===== src/source/execPkg.sv =====
// Shared widths and ALU opcodes for the execution slice, referenced by package-scoped name
package execPkg;

	// Data path
	localparam int WORD_WIDTH = 32;

	// Register file geometry
	localparam int REG_COUNT = 8;
	localparam int REG_ADDR_WIDTH = $clog2(REG_COUNT);

	// ALU opcode field
	localparam int ALU_OP_WIDTH = 2;

	// A + B
	localparam logic [ALU_OP_WIDTH-1:0] OP_ADD = 2'd0;

	// B - A, operands reversed on purpose
	localparam logic [ALU_OP_WIDTH-1:0] OP_SUB = 2'd1;

	// A >> B, logical, zero once B reaches the word width
	localparam logic [ALU_OP_WIDTH-1:0] OP_SHR = 2'd2;

	// 0 - A
	localparam logic [ALU_OP_WIDTH-1:0] OP_NEG = 2'd3;

	// Most negative word, only the sign bit set
	localparam logic [WORD_WIDTH-1:0] SIGN_MIN = {1'b1, {(WORD_WIDTH-1){1'b0}}};

endpackage


===== src/source/execSlice.sv =====
// Top level of the execution slice, joining the register file and the ALU to the pins
`timescale 1ns/10ps

module execSlice
(
	input  logic                               clk,
	input  logic                               reset,

	// ALU writeback control
	input  logic                               aluWrite,
	input  logic [execPkg::REG_ADDR_WIDTH-1:0] aluDest,

	// External load
	input  logic                               loadWrite,
	input  logic [execPkg::REG_ADDR_WIDTH-1:0] loadDest,
	input  logic [execPkg::WORD_WIDTH-1:0]     loadData,

	// Read addresses
	input  logic [execPkg::REG_ADDR_WIDTH-1:0] srcA,
	input  logic [execPkg::REG_ADDR_WIDTH-1:0] srcB,
	input  logic [execPkg::REG_ADDR_WIDTH-1:0] srcC,
	input  logic [execPkg::REG_ADDR_WIDTH-1:0] srcD,

	// ALU control
	input  logic [execPkg::ALU_OP_WIDTH-1:0]   aluOp,
	input  logic                               flagWrite,

	// Read buses
	output logic [execPkg::WORD_WIDTH-1:0]     busA,
	output logic [execPkg::WORD_WIDTH-1:0]     busB,
	output logic [execPkg::WORD_WIDTH-1:0]     busC,
	output logic [execPkg::WORD_WIDTH-1:0]     busD,

	// ALU result and flags
	output logic [execPkg::WORD_WIDTH-1:0]     aluResult,
	output logic                               flagN,
	output logic                               flagZ,
	output logic                               flagC,
	output logic                               flagV
);

	// Buses A and B double as the ALU operands, result feeds write port 1
	regFile regFile_i
	(
		.clk       (clk),
		.reset     (reset),
		.aluWrite  (aluWrite),
		.aluDest   (aluDest),
		.aluResult (aluResult),
		.loadWrite (loadWrite),
		.loadDest  (loadDest),
		.loadData  (loadData),
		.srcA      (srcA),
		.srcB      (srcB),
		.srcC      (srcC),
		.srcD      (srcD),
		.busA      (busA),
		.busB      (busB),
		.busC      (busC),
		.busD      (busD)
	);

	execUnit execUnit_i
	(
		.clk       (clk),
		.reset     (reset),
		.operandA  (busA),
		.operandB  (busB),
		.aluOp     (aluOp),
		.flagWrite (flagWrite),
		.aluResult (aluResult),
		.flagN     (flagN),
		.flagZ     (flagZ),
		.flagC     (flagC),
		.flagV     (flagV)
	);

endmodule


===== src/source/execUnit.sv =====
// Four-operation ALU with N/Z/C/V generation and the enabled status flag register
`timescale 1ns/10ps

module execUnit
(
	input  logic                             clk,
	input  logic                             reset,

	// Operands from register file buses A and B
	input  logic [execPkg::WORD_WIDTH-1:0]   operandA,
	input  logic [execPkg::WORD_WIDTH-1:0]   operandB,

	// Control
	input  logic [execPkg::ALU_OP_WIDTH-1:0] aluOp,
	input  logic                             flagWrite,

	// Combinational result
	output logic [execPkg::WORD_WIDTH-1:0]   aluResult,

	// Registered status flags
	output logic                             flagN,
	output logic                             flagZ,
	output logic                             flagC,
	output logic                             flagV
);

	// Extra bit holds the add carry
	logic [execPkg::WORD_WIDTH:0]   sum;
	logic [execPkg::WORD_WIDTH-1:0] shiftOneLess;
	logic                           bigShift;

	logic nextN;
	logic nextZ;
	logic nextC;
	logic nextV;

	assign sum = {1'b0, operandA} + {1'b0, operandB};

	// Bit 0 of this is the last bit shifted out
	assign shiftOneLess = operandA >> (operandB - 1'b1);
	assign bigShift = operandB >= execPkg::WORD_WIDTH;

	always_comb
	begin
		aluResult = '0;
		nextC = 1'b0;
		nextV = 1'b0;
		case (aluOp)
			execPkg::OP_ADD:
			begin
				aluResult = sum[execPkg::WORD_WIDTH-1:0];
				nextC = sum[execPkg::WORD_WIDTH];
				nextV = (operandA[execPkg::WORD_WIDTH-1] == operandB[execPkg::WORD_WIDTH-1])
					&& (aluResult[execPkg::WORD_WIDTH-1] != operandA[execPkg::WORD_WIDTH-1]);
			end
			execPkg::OP_SUB:
			begin
				aluResult = operandB - operandA;
				nextC = operandA < operandB;
				nextV = (operandA[execPkg::WORD_WIDTH-1] != operandB[execPkg::WORD_WIDTH-1])
					&& (aluResult[execPkg::WORD_WIDTH-1] != operandB[execPkg::WORD_WIDTH-1]);
			end
			execPkg::OP_SHR:
			begin
				if (bigShift)
				begin
					aluResult = '0;
					nextC = operandA[execPkg::WORD_WIDTH-1];
				end
				else
				begin
					aluResult = operandA >> operandB;
					nextC = (operandB != '0) && shiftOneLess[0];
				end
			end
			execPkg::OP_NEG:
			begin
				aluResult = '0 - operandA;
				nextC = operandA != '0;
				nextV = operandA == execPkg::SIGN_MIN;
			end
			default:
			begin
				aluResult = '0;
			end
		endcase
	end

	assign nextN = aluResult[execPkg::WORD_WIDTH-1];
	assign nextZ = aluResult == '0;

	// Status flags load only when asked
	always_ff @(posedge clk)
	begin
		if (reset)
		begin
			flagN <= 1'b0;
			flagZ <= 1'b0;
			flagC <= 1'b0;
			flagV <= 1'b0;
		end
		else if (flagWrite)
		begin
			flagN <= nextN;
			flagZ <= nextZ;
			flagC <= nextC;
			flagV <= nextV;
		end
	end

	opKnown: assert property
	(
		@(posedge clk) disable iff (reset)
		flagWrite |-> !$isunknown(aluOp)
	)
	else
		$error("execUnit flag write with unknown opcode");

	// A shift never overflows
	shiftNoOverflow: assert property
	(
		@(posedge clk) disable iff (reset)
		(flagWrite && aluOp == execPkg::OP_SHR) |=> !flagV
	)
	else
		$error("execUnit flagV set after shift");

endmodule


===== src/source/regFile.sv =====
// Register file with ALU writeback and load write ports and four combinational read ports
`timescale 1ns/10ps

module regFile
(
	input  logic                               clk,
	input  logic                               reset,

	// Write port 1, ALU writeback
	input  logic                               aluWrite,
	input  logic [execPkg::REG_ADDR_WIDTH-1:0] aluDest,
	input  logic [execPkg::WORD_WIDTH-1:0]     aluResult,

	// Write port 2, external load
	input  logic                               loadWrite,
	input  logic [execPkg::REG_ADDR_WIDTH-1:0] loadDest,
	input  logic [execPkg::WORD_WIDTH-1:0]     loadData,

	// Read addresses
	input  logic [execPkg::REG_ADDR_WIDTH-1:0] srcA,
	input  logic [execPkg::REG_ADDR_WIDTH-1:0] srcB,
	input  logic [execPkg::REG_ADDR_WIDTH-1:0] srcC,
	input  logic [execPkg::REG_ADDR_WIDTH-1:0] srcD,

	// Read data
	output logic [execPkg::WORD_WIDTH-1:0]     busA,
	output logic [execPkg::WORD_WIDTH-1:0]     busB,
	output logic [execPkg::WORD_WIDTH-1:0]     busC,
	output logic [execPkg::WORD_WIDTH-1:0]     busD
);

	logic [execPkg::WORD_WIDTH-1:0] regs [execPkg::REG_COUNT];

	// Load port is written second so it wins when both target one register
	always_ff @(posedge clk)
	begin
		if (reset)
		begin
			for (int i = 0; i < execPkg::REG_COUNT; i++)
			begin
				regs[i] <= '0;
			end
		end
		else
		begin
			if (aluWrite)
			begin
				regs[aluDest] <= aluResult;
			end
			if (loadWrite)
			begin
				regs[loadDest] <= loadData;
			end
		end
	end

	// Independent read selects, no latency
	assign busA = regs[srcA];
	assign busB = regs[srcB];
	assign busC = regs[srcC];
	assign busD = regs[srcD];

	// A write with an undefined destination would corrupt an unknown register
	destKnown: assert property
	(
		@(posedge clk) disable iff (reset)
		(aluWrite |-> !$isunknown(aluDest)) and (loadWrite |-> !$isunknown(loadDest))
	)
	else
		$error("regFile write with unknown destination address");

	// Load data must survive a collision with the ALU port
	loadLands: assert property
	(
		@(posedge clk) disable iff (reset)
		loadWrite |=> regs[$past(loadDest)] == $past(loadData)
	)
	else
		$error("regFile load port value missing after write");

endmodule


===== config.mk =====
export PLATFORM = sky130hd
export DESIGN_NAME = execSlice
export DESIGN_NICKNAME = d
export VERILOG_FILES = /design/src/source/execPkg.sv /design/src/source/execSlice.sv /design/src/source/execUnit.sv /design/src/source/regFile.sv
export SDC_FILE = /design/constraint.sdc
export NUM_CORES = 1
export LEC_CHECK = 0
export BUFFER_PORTS_ARGS = -buffer_cell sky130_fd_sc_hd__buf_2
export CAP_MARGIN = 20
export CELL_PAD_IN_SITES_DETAIL_PLACEMENT = 1
export CELL_PAD_IN_SITES_GLOBAL_PLACEMENT = 1
export CORE_MARGIN = 3
export CORE_UTILIZATION = 40
export DETAILED_ROUTE_END_ITERATION = 6
export PLACE_DENSITY = 0.73
export SYNTH_ARGS = -nofsm -noshare
export SYNTH_HDL_FRONTEND = slang
export SYNTH_HIERARCHICAL = 1
export SYNTH_SLANG_ARGS = --single-unit

===== constraint.sdc =====
create_clock -name clk -period 23.1 [get_ports clk]
set_input_delay 4.62 -clock clk [delete_from_list [all_inputs] [get_ports clk]]
set_output_delay 4.62 -clock clk [all_outputs]
set_load 0.01 [all_outputs]

; ---- Word-level counts from Yosys, hierarchy flattened
; Memory sizes are Yosys's and may differ from the RTL's.
; Cells that the tools add are included.
[totals]
ramBits = 256
out_inout_bits = 164
ff_bits = 4
inputBits = 57
mem_count = 1
wordCells = 49
romBits = 0
latchBits = 0
[op_classes]
eq_ne = 8
n_shift = 2
div = 0
order_cmp = 2
n_mul = 0
reduce_logical = 9
bitwise_logic = 0
addsub = 4
n_mux = 19
[memory_table]
columns = memory, words, word_bits, rd, rd_ports_with_merged_regs, wr, line_no
row1 = regFile_i.regs, 8, 32, 4, 0, 8, regFile.sv:32  ; logic [execPkg::WORD_WIDTH-1:0] regs [execPkg::REG_COUNT];
[op_table]
columns = operator, count
row1 = $pmux W32 S4, 1
row2 = $mux W32, 3
row3 = $reduce_bool A32 Y1, 2
row4 = $reduce_or A32 Y1, 2
row5 = $add A32 B32 Y33, 1
row6 = $eq A32 B32 Y1 const B, 1
row7 = $ge A32 B6 Y1 const B, 1
row8 = $logic_not A32 Y1, 1
row9 = $lt A32 B32 Y1, 1
row10 = $shr A32 B32 Y1, 1
row11 = $shr A32 B32 Y32, 1
row12 = $sub A1 B32 Y32 const A, 1
row13 = $sub A32 B1 Y32 const B, 1
row14 = $sub A32 B32 Y32, 1
row15 = $mux W1, 11
row16 = $mux W3, 2
row17 = $eq A2 B2 Y1 const B, 2
row18 = $pmux W1 S4, 1
row19 = $logic_and A1 B1 Y1, 3
row20 = $ne A1 B1 Y1, 3
row21 = $pmux W1 S3, 1
row22 = $eq A2 B1 Y1 const B, 1
row23 = $logic_not A2 Y1, 1
row24 = $eq A1 B1 Y1, 1

; ---- Longest topological paths before layout
; Gate-level depths: netlist (run 1).
; An unclocked memory read counts as a cell.
[logic_depth]
word_depth = 6
ltp_mapped = 24
mapped_depth_nobuf = 19

; ---- Modules after synthesis
; The synthesis (run 1) kept the hierarchy.
[by_module_without_submodules]
columns = mod, area_each_um2, instances, seq_area_each_um2, cells_per_inst
row1 = regFile, 20256.9, 1, 7687.4, 1417
row2 = execUnit, 7908.8, 1, 80.1, 1123

; ---- Worst setup path before layout (run 1)
; OpenSTA, ideal clock, no wires.
[synth_timing]
path_kind = input to output
from = input srcB[0] in the netlist's numbering
to = output aluResult[28] in the netlist's numbering
stages = 20
t_required_ps = 18480
arrival_time_ps = 9311
path_buffers = 5
setup_slack_ps = 9169
path_cell_list = buf_2 buf_2 mux4_2 mux2_2 buf_2 inv_1 buf_2 buf_2 ha_1 inv_1 fa_1 nand3_1 a211oi_1 o211ai_1 a211oi_1 o21a_1 o31a_1 a22oi_1 xnor2_1 o21ai_0
[synth_via]
elab_chain_cells = 4
[synth_rtl]
columns = item, line_no
row1 = start: declaration, execSlice.sv:20  ; input logic [execPkg::REG_ADDR_WIDTH-1:0] srcB,
row2 = $mem_v2 Z8 W32 (*), --
row3 = net busB (one bit), execSlice.sv:30  ; output logic [execPkg::WORD_WIDTH-1:0] busB,
row4 = $ge A32 B6 Y1 or $shr A32 B32 Y32 (tied branches), "execUnit.sv:41, execUnit.sv:72"
row5 = $mux W32, execUnit.sv:65  ; if (bigShift)
row6 = $pmux W32 S4 (*), execUnit.sv:48  ; case (aluOp)
row7 = end: declaration, execSlice.sv:35  ; output logic [execPkg::WORD_WIDTH-1:0] aluResult,
; Mark *: on every way through the listed nets, which the timed path passes. The rest lies on a longest branch.

; ---- Worst setup path after layout (run 1)
[layout_timing]
from = input srcB[2] in the netlist's numbering
to = output aluResult[30] in the netlist's numbering
[layout_via]
elab_chain_cells = 4
[layout_rtl]
columns = item, line_no
row1 = $mem_v2 Z8 W32 (*), --
row2 = $ge A32 B6 Y1 or $shr A32 B32 Y32 (tied branches), "execUnit.sv:41, execUnit.sv:72"
row3 = $mux W32, execUnit.sv:65
row4 = $pmux W32 S4 (*), execUnit.sv:48
; Mark *: on every way between the ends. The rest lies on a longest branch, timed or not.

==> metrics.log, run 1 <==
[metrics] outcome: completed
[metrics] worst hold slack: 0.4888 ns
[metrics] number of flops mapped to enable cells by yosys: 256
[metrics] number of hold violations in the final report: 0
[metrics] initial drt markers: 3,826
[metrics] routed length per instance: 35.68 um
[metrics] filler cell count in the final layout: 7,468
[metrics] total congestion overflow: 0
[metrics] CP Class: input pin to output pin
[metrics] areal power density over the cells: 63.29 mW/mm^2
[metrics] Worst-path clk slew: 0.07 ns
[metrics] HP Class: flip-flop to flip-flop
[metrics] number of CTS-inserted buffers: 27
[metrics] number of cells on the worst reg-to-reg path: 21
[metrics] vias in the first global route: 26,990
[metrics] count of endpoints failing setup in the final report: 0
[metrics] Initial Util: 40.71%
[metrics] sum of net half-perimeters after detailed placement: 84.84 mm
[metrics] wire length of the first global-routing pass: 185.0 mm
[metrics] commonest cells after routing, fill and taps aside: sky130_fd_sc_hd__mux2_2, sky130_fd_sc_hd__mux4_2, sky130_fd_sc_hd__edfxtp_1, sky130_fd_sc_hd__buf_2, sky130_fd_sc_hd__and3_1
[metrics] row cnt: 96
[metrics] CTS H-tree depth: 1
[metrics] Cell Area, Synth: between 0.02 and 0.03 sq mm
[metrics] worst slew margin relative to its limit: 18.83%
[metrics] syn nets: about 2,700
[metrics] worst setup path startpoint: srcB[2]
[metrics] final instance area: 0.03098 sq mm
[metrics] source-to-sink clock delay at the later pin of the worst-skew pair: 0.57 ns
[metrics] share of synthesized registers carrying an async set or reset: 0%
[metrics] setup clock skew after layout: 0.01599 ns
[metrics] worst path required time: between 15 and 20 ns
[metrics] crit-path max FO: 64
[metrics] pin count of the biggest net entering global routing: 101
[metrics] drt pass-1 iters: 6
[metrics] Core Box Area: 0.06919 sq mm
[metrics] number of distinct library cells after synthesis: ~90
[metrics] TritonCTS clock tree: done
[metrics] drc violations: 0
[metrics] clock sink count: 260
[metrics] number of setup buffers added after CTS: 0
[metrics] setup slack of the most critical reg-to-reg path: 16.73 ns
[metrics] reg-to-reg critical path startpoint: regFile_i/regs[4][0]
[metrics] reg-to-reg endpoint: regFile_i/regs[7][30]
[metrics] critical path launch point type: input pin
[metrics] register area share after synthesis: 27.58%
[metrics] total negative slack: 0 ns
[metrics] worst-case clock buffer depth: 3
[metrics] capture point of the worst path: aluResult[30]
[metrics] fin nets: between 2,000 and 3,000
[metrics] post-route minimum period: 15.49 ns
[metrics] final core occ: between 40% and 50%
[metrics] Post-CTS Hold Fix Bufs: 0
[metrics] clock tree root buffer cell: sky130_fd_sc_hd__clkbuf_16
[metrics] via count normalized by instance count: about 7.3
[metrics] worst-case vdd ir drop: 0.04612 mV
[metrics] Layout area overhead: 9.991%
[metrics] vertical die dimension: roughly 270 um
[metrics] max-capacitance violation count: 0
[metrics] register bit total from synthesis: 260
[metrics] Die ar.: roughly 0.074 sq mm
[metrics] post-detailed-placement cell area: 0.02994 sq mm
[metrics] dominant register cell in the synthesized netlist: sky130_fd_sc_hd__edfxtp_1
[metrics] Max Fclk: 64.55 MHz
[metrics] Avg Synthesized Cell Area: 11.09 sq um
[metrics] transition time at the pin with the least slew margin: 1.216 ns
[metrics] fraction of final layout cells sized beyond drive strength 1: 38.76%
[metrics] Cells on Worst Hold Path: 2
[metrics] final weighted congestion in routability-driven placement: 0.9513
[metrics] most common cell after layout, fill and taps aside: sky130_fd_sc_hd__mux2_2
[metrics] die extent in x: 271.4 um
[metrics] max-slew violation count: 0
[metrics] input/output buffers: 220
[metrics] num ports: 221
[metrics] arrival time of data at the critical path endpoint: about 11 ns
[metrics] antenna-violating nets left: 0
[metrics] critical path endpoint category: output pin
[metrics] fin crit share: 67.07%
[metrics] final wirelength: 127.0 mm
[metrics] Leakage Power: 11.99 nW
[metrics] antenna violations before repair: 10
[metrics] Vias: roughly 26,000
[metrics] synthesized instance count: between 2,000 and 3,000
[metrics] quantity of gates resized following cts: 0
[metrics] GR Util All Layers: ~33%
[metrics] setup repair after global routing missed its margin: no
[metrics] Syn. warnings: 6
-- final cells by class --
class	count	area, sq um	area share [%]
Multi-Input combinational cell	1943	19020	61.39
Sequential cell	260	7767	25.07
Timing Repair Buffer	293	1789	5.775
Tap cell	931	1165	3.760
Clock buffer	30	686.9	2.217
Inverter	79	296.5	0.9572
Clock inverter	19	242.7	0.7835
Antenna cell	5	12.51	0.04039
-- stage by stage --
stage               worst slack, ns  power (mW)  cells
finish                        7.607       1.961   3560
global route                  7.446       2.023   3558
CTS                           7.755       1.933   3550
detailed placement            7.761       1.456   3501
global placement              7.859       1.437   3497
floorplan                     9.169       1.124   2540
-- layer usage --
metal / GRT usage [%] / share of wire [%]
met1: 41.48 / 36
met2: 54.74 / 47
met3: 7.972 / 11
met4: 16.89 / 5.3
met5: 0 / 0.040
-- cells in the mapped netlist, types with 7 or more instances --
library cell / count / area share [%]
sky130_fd_sc_hd__nand2b_1: 16 / 0.36
sky130_fd_sc_hd__o21ai_0: 91 / 1.6
sky130_fd_sc_hd__nand3_1: 159 / 2.8
sky130_fd_sc_hd__o31ai_1: 38 / 1.0
sky130_fd_sc_hd__a211oi_1: 14 / 0.37
sky130_fd_sc_hd__nand3b_1: 8 / 0.21
sky130_fd_sc_hd__a21o_1: 14 / 0.37
sky130_fd_sc_hd__nor3_1: 46 / 0.82
sky130_fd_sc_hd__nor2_1: 127 / 1.7
sky130_fd_sc_hd__o211ai_1: 21 / 0.56
sky130_fd_sc_hd__and2_1: 12 / 0.27
sky130_fd_sc_hd__o32ai_1: 7 / 0.22
sky130_fd_sc_hd__a22oi_1: 8 / 0.21
sky130_fd_sc_hd__clkbuf_1: 148 / 2.0
sky130_fd_sc_hd__buf_1: 11 / 0.15
sky130_fd_sc_hd__o21bai_1: 7 / 0.19
sky130_fd_sc_hd__o221ai_1: 8 / 0.25
sky130_fd_sc_hd__a211o_1: 9 / 0.28
sky130_fd_sc_hd__a31oi_1: 21 / 0.47
sky130_fd_sc_hd__a21oi_1: 75 / 1.3
sky130_fd_sc_hd__mux2_2: 332 / 13
sky130_fd_sc_hd__nand4_1: 22 / 0.49
sky130_fd_sc_hd__mux4_2: 298 / 24
sky130_fd_sc_hd__xnor2_1: 43 / 1.3
sky130_fd_sc_hd__xor2_1: 9 / 0.28
sky130_fd_sc_hd__nor2b_1: 15 / 0.33
sky130_fd_sc_hd__edfxtp_1: 256 / 27
sky130_fd_sc_hd__inv_1: 79 / 1.1
sky130_fd_sc_hd__nand2_1: 92 / 1.2
sky130_fd_sc_hd__or3_1: 8 / 0.18
sky130_fd_sc_hd__ha_1: 66 / 2.9
sky130_fd_sc_hd__mux2i_1: 33 / 1.2
sky130_fd_sc_hd__or2_2: 13 / 0.29
sky130_fd_sc_hd__buf_4: 7 / 0.19
sky130_fd_sc_hd__and3_1: 168 / 3.7
sky130_fd_sc_hd__nor4_1: 22 / 0.49
sky130_fd_sc_hd__a221o_1: 7 / 0.25
sky130_fd_sc_hd__buf_2: 81 / 1.4
sky130_fd_sc_hd__o22ai_1: 15 / 0.33
-- report_power, final --
| part | internal, mW | switching (mW) | leakage (nW) |
|---|---|---|---|
| Combinational | 0.328 | 0.576 | 8.84 |
| Clock | 0.280 | 0.200 | 0.452 |
| Sequential | 0.549 | 0.0284 | 2.69 |
-- worst min path at each step --
stage                           from                to  slack [ns]
detailed placement  execUnit_i/flagV  execUnit_i/flagV        0.48
floorplan           execUnit_i/flagZ  execUnit_i/flagZ        0.49
global route        execUnit_i/flagZ  execUnit_i/flagZ        0.52
global placement    execUnit_i/flagV  execUnit_i/flagV        0.47
CTS                 execUnit_i/flagV  execUnit_i/flagV        0.49
finish              execUnit_i/flagZ  execUnit_i/flagZ        0.49
-- critical path: stages --
cell and delay, ns:
sky130_fd_sc_hd__buf_2 0.11, sky130_fd_sc_hd__buf_4 0.81, sky130_fd_sc_hd__mux4_2 0.45, sky130_fd_sc_hd__mux2_2 0.29
sky130_fd_sc_hd__buf_4 0.31, sky130_fd_sc_hd__inv_1 0.12, sky130_fd_sc_hd__buf_4 0.32, sky130_fd_sc_hd__ha_1 0.26
sky130_fd_sc_hd__inv_1 0.06, sky130_fd_sc_hd__fa_1 0.40, sky130_fd_sc_hd__nand3_1 0.13, sky130_fd_sc_hd__a211oi_1 0.10
sky130_fd_sc_hd__o211ai_1 0.50, sky130_fd_sc_hd__a211oi_1 0.30, sky130_fd_sc_hd__o21a_1 0.26, sky130_fd_sc_hd__o31a_1 0.27
sky130_fd_sc_hd__a21oi_1 0.16, sky130_fd_sc_hd__mux2_2 0.35, sky130_fd_sc_hd__o22ai_1 0.45, sky130_fd_sc_hd__inv_1 0.31
sky130_fd_sc_hd__buf_2 0.22
-- sequential cells by signal (all words and copies together) (netlist names) --
register and flops:
regFile_i/regs 256, execUnit_i/flagC 1, execUnit_i/flagN 1, execUnit_i/flagV 1
execUnit_i/flagZ 1
-- cells by family after synthesis --
| family | after synthesis | synth area share, % |
|---|---|---|
| AOI/OAI and AO/OA | 412 | 9.969 |
| xor gates and xnor gates | 52 | 1.617 |
| adders and majority gates | 68 | 3.074 |
| buffers and inverters | 337 | 5.153 |
| DFF | 260 | 27.58 |
| muxes | 664 | 38.35 |
| and+or+nand+nor | 747 | 14.26 |
Power figures use the tool's default switching activity.
==> run 2: changes to the inputs <==
- clock period: 23.1 -> 15.1 ns (I/O delays scaled with it)
==> metrics.log, run 2 (synthesis gave the netlist of run 1 again) <==
[metrics] Worst-path clk slew: 0.07 ns
[metrics] TritonCTS clock tree: done
[metrics] drc violations: 0
[metrics] arrival time of data at the critical path endpoint: roughly 9.4 ns
[metrics] areal power density over the cells: 95.58 mW/mm^2
[metrics] flip-flop count of the largest register, all copies and words added: 256
[metrics] reg-to-reg endpoint: regFile_i/regs[7][30]
[metrics] final weighted congestion in routability-driven placement: 0.9451
[metrics] Core Box Area: 0.06919 sq mm
[metrics] max-slew violation count: 0
[metrics] number of cells on the worst reg-to-reg path: 18
[metrics] sum of net half-perimeters after detailed placement: 84.17 mm
[metrics] die extent in x: 271.4 um
[metrics] fin nets: 2,725
[metrics] Setup WS post-layout: 2.670 ns
[metrics] capture endpoint of the worst hold path: execUnit_i/flagV
[metrics] commonest cells after routing, fill and taps aside: sky130_fd_sc_hd__mux2_2, sky130_fd_sc_hd__mux4_2, sky130_fd_sc_hd__edfxtp_1, sky130_fd_sc_hd__buf_2, sky130_fd_sc_hd__and3_1
[metrics] source-to-sink clock delay at the later pin of the worst-skew pair: 0.58 ns
[metrics] vias in the first global route: 26,980
[metrics] number of CTS-inserted buffers: 28
[metrics] worst path required time: 12.08 ns
[metrics] count of endpoints failing setup in the final report: 0
[metrics] CP Class: input pin to output pin
[metrics] Total Power: 2.951 mW
[metrics] final instance area: roughly 0.031 sq mm
[metrics] input/output buffers: 220
[metrics] vertical die dimension: about 270 um
[metrics] antenna-violating nets left: 0
[metrics] GR Util All Layers: 33.25%
[metrics] drt pass-1 iters: 6
[metrics] routed length per instance: 35.61 um
[metrics] Vias: 25,790
[metrics] total congestion overflow: 0
[metrics] wire length of the first global-routing pass: 183.4 mm
[metrics] worst slew margin relative to its limit: 19.18%
[metrics] final wirelength: 126.7 mm
[metrics] fraction of final layout cells sized beyond drive strength 1: about 38%
[metrics] Layout area overhead: 9.604%
[metrics] fin crit share: 82.32%
[metrics] crit-path max FO: 48
[metrics] post-placement cell count: 3,497
[metrics] setup slack of the most critical reg-to-reg path: 8.84 ns
[metrics] Initial Util: 40.71%
[metrics] row cnt: 96
[metrics] max-capacitance violation count: 0
[metrics] antenna violations before repair: 13
[metrics] via count normalized by instance count: 7.248
[metrics] reg-to-reg critical path startpoint: regFile_i/regs[1][1]
[metrics] post-route minimum period: 12.43 ns
[metrics] fin cells: between 3,000 and 4,000
[metrics] post-detailed-placement cell area: 0.02991 sq mm
[metrics] dpl ws: 2.866 ns
[metrics] worst-case vdd ir drop: 0.08736 mV
[metrics] clock sink count: 260
[metrics] Cells on Worst Hold Path: 2
[metrics] number of hold violations in the final report: 0
[metrics] critical path launch point type: input pin
[metrics] total negative slack: 0 ns
[metrics] worst hold slack: roughly 0.49 ns
[metrics] HP Class: flip-flop to flip-flop
[metrics] initial drt markers: between 3,000 and 4,000
[metrics] CTS H-tree depth: 1
[metrics] quantity of gates resized following cts: 0
[metrics] Leakage Power: 11.93 nW
[metrics] setup repair after global routing missed its margin: no
[metrics] num ports: between 200 and 250
[metrics] number of setup buffers added after CTS: 0
[metrics] final core occ: between 40 and 50%
[metrics] Die ar.: between 0.07 and 0.08 sq mm
[metrics] startpoint of the lowest-slack hold path: execUnit_i/flagV
[metrics] transition time at the pin with the least slew margin: between 1 and 1.5 ns
[metrics] clock tree root buffer cell: sky130_fd_sc_hd__clkbuf_16
[metrics] pin count of the biggest net entering global routing: 101
[metrics] Max Fclk: 80.45 MHz
[metrics] worst-case clock buffer depth: 3
[metrics] worst setup path startpoint: srcB[0]
[metrics] setup clock skew after layout: 0.01816 ns
[metrics] Post-CTS Hold Fix Bufs: 0
[metrics] critical path endpoint category: output pin
[metrics] most common cell after layout, fill and taps aside: sky130_fd_sc_hd__mux2_2
[metrics] outcome: completed
[metrics] register ranked first by flip-flop count: regFile_i/regs
-- run 2: changes by cell type in the layout (fill, tap and decap cells not counted), moves of 2 or more --
cell | previous run | this run
sky130_fd_sc_hd__buf_16 | 4 | 2
sky130_fd_sc_hd__clkinv_1 | 7 | 10
sky130_fd_sc_hd__clkbuf_1 | 3 | 5
sky130_fd_sc_hd__buf_12 | 4 | 6
sky130_fd_sc_hd__buf_4 | 69 | 63
sky130_fd_sc_hd__bufinv_16 | 6 | 2
sky130_fd_sc_hd__clkbuf_16 | 27 | 29
-- run 2: power breakdown --
group	internal (mW)	switching [mW]
clock	0.382	0.311
sequential	0.840	0.0431
combinational	0.498	0.877
-- run 2: how the worst max path moves through the flow --
stage | end | slack (ns)
floorplan | aluResult[28] | 4.37
global placement | aluResult[30] | 2.91
detailed placement | aluResult[30] | 2.87
CTS | aluResult[30] | 2.82
global route | aluResult[30] | 2.37
finish | aluResult[30] | 2.67
-- run 2: layout make-up --
| type | count | area (sq um) |
|---|---|---|
| fill | 7526 | 38320 |
| multi-input combinational | 1943 | 19020 |
| sequential | 260 | 7767 |
| timing repair buffer | 288 | 1737 |
| tap | 931 | 1165 |
| clock buffer | 34 | 744.5 |
| inverter | 79 | 296.5 |
| clock inverter | 17 | 126.4 |
| antenna | 6 | 15.01 |
-- run 2: metal layers --
| layer | GRT usage (%) | share of wire (%) | vias up |
|---|---|---|---|
| met5 | 0 | 0.067 | - |
| met4 | 17.58 | 5.6 | 10 |
| met3 | 6.664 | 11 | 450 |
| met2 | 53.67 | 47 | 1908 |
| met1 | 42.21 | 36 | 13140 |
| li1 | - | - | 10280 |
-- run 2: worst max-delay path, stage by stage --
cell                       delay (ns)
sky130_fd_sc_hd__buf_4           0.58
sky130_fd_sc_hd__buf_4           0.68
sky130_fd_sc_hd__mux4_2          0.58
sky130_fd_sc_hd__mux2_2          0.27
sky130_fd_sc_hd__buf_4           0.30
sky130_fd_sc_hd__ha_1            0.49
sky130_fd_sc_hd__nor3_1          0.32
sky130_fd_sc_hd__o31ai_2         0.17
sky130_fd_sc_hd__o2111a_1        0.33
sky130_fd_sc_hd__nor3_1          0.45
sky130_fd_sc_hd__o21ai_0         0.29
sky130_fd_sc_hd__a211oi_1        0.48
sky130_fd_sc_hd__o21ai_0         0.24
sky130_fd_sc_hd__nor2b_1         0.18
sky130_fd_sc_hd__o22ai_1         0.45
sky130_fd_sc_hd__inv_1           0.28
sky130_fd_sc_hd__buf_2           0.21
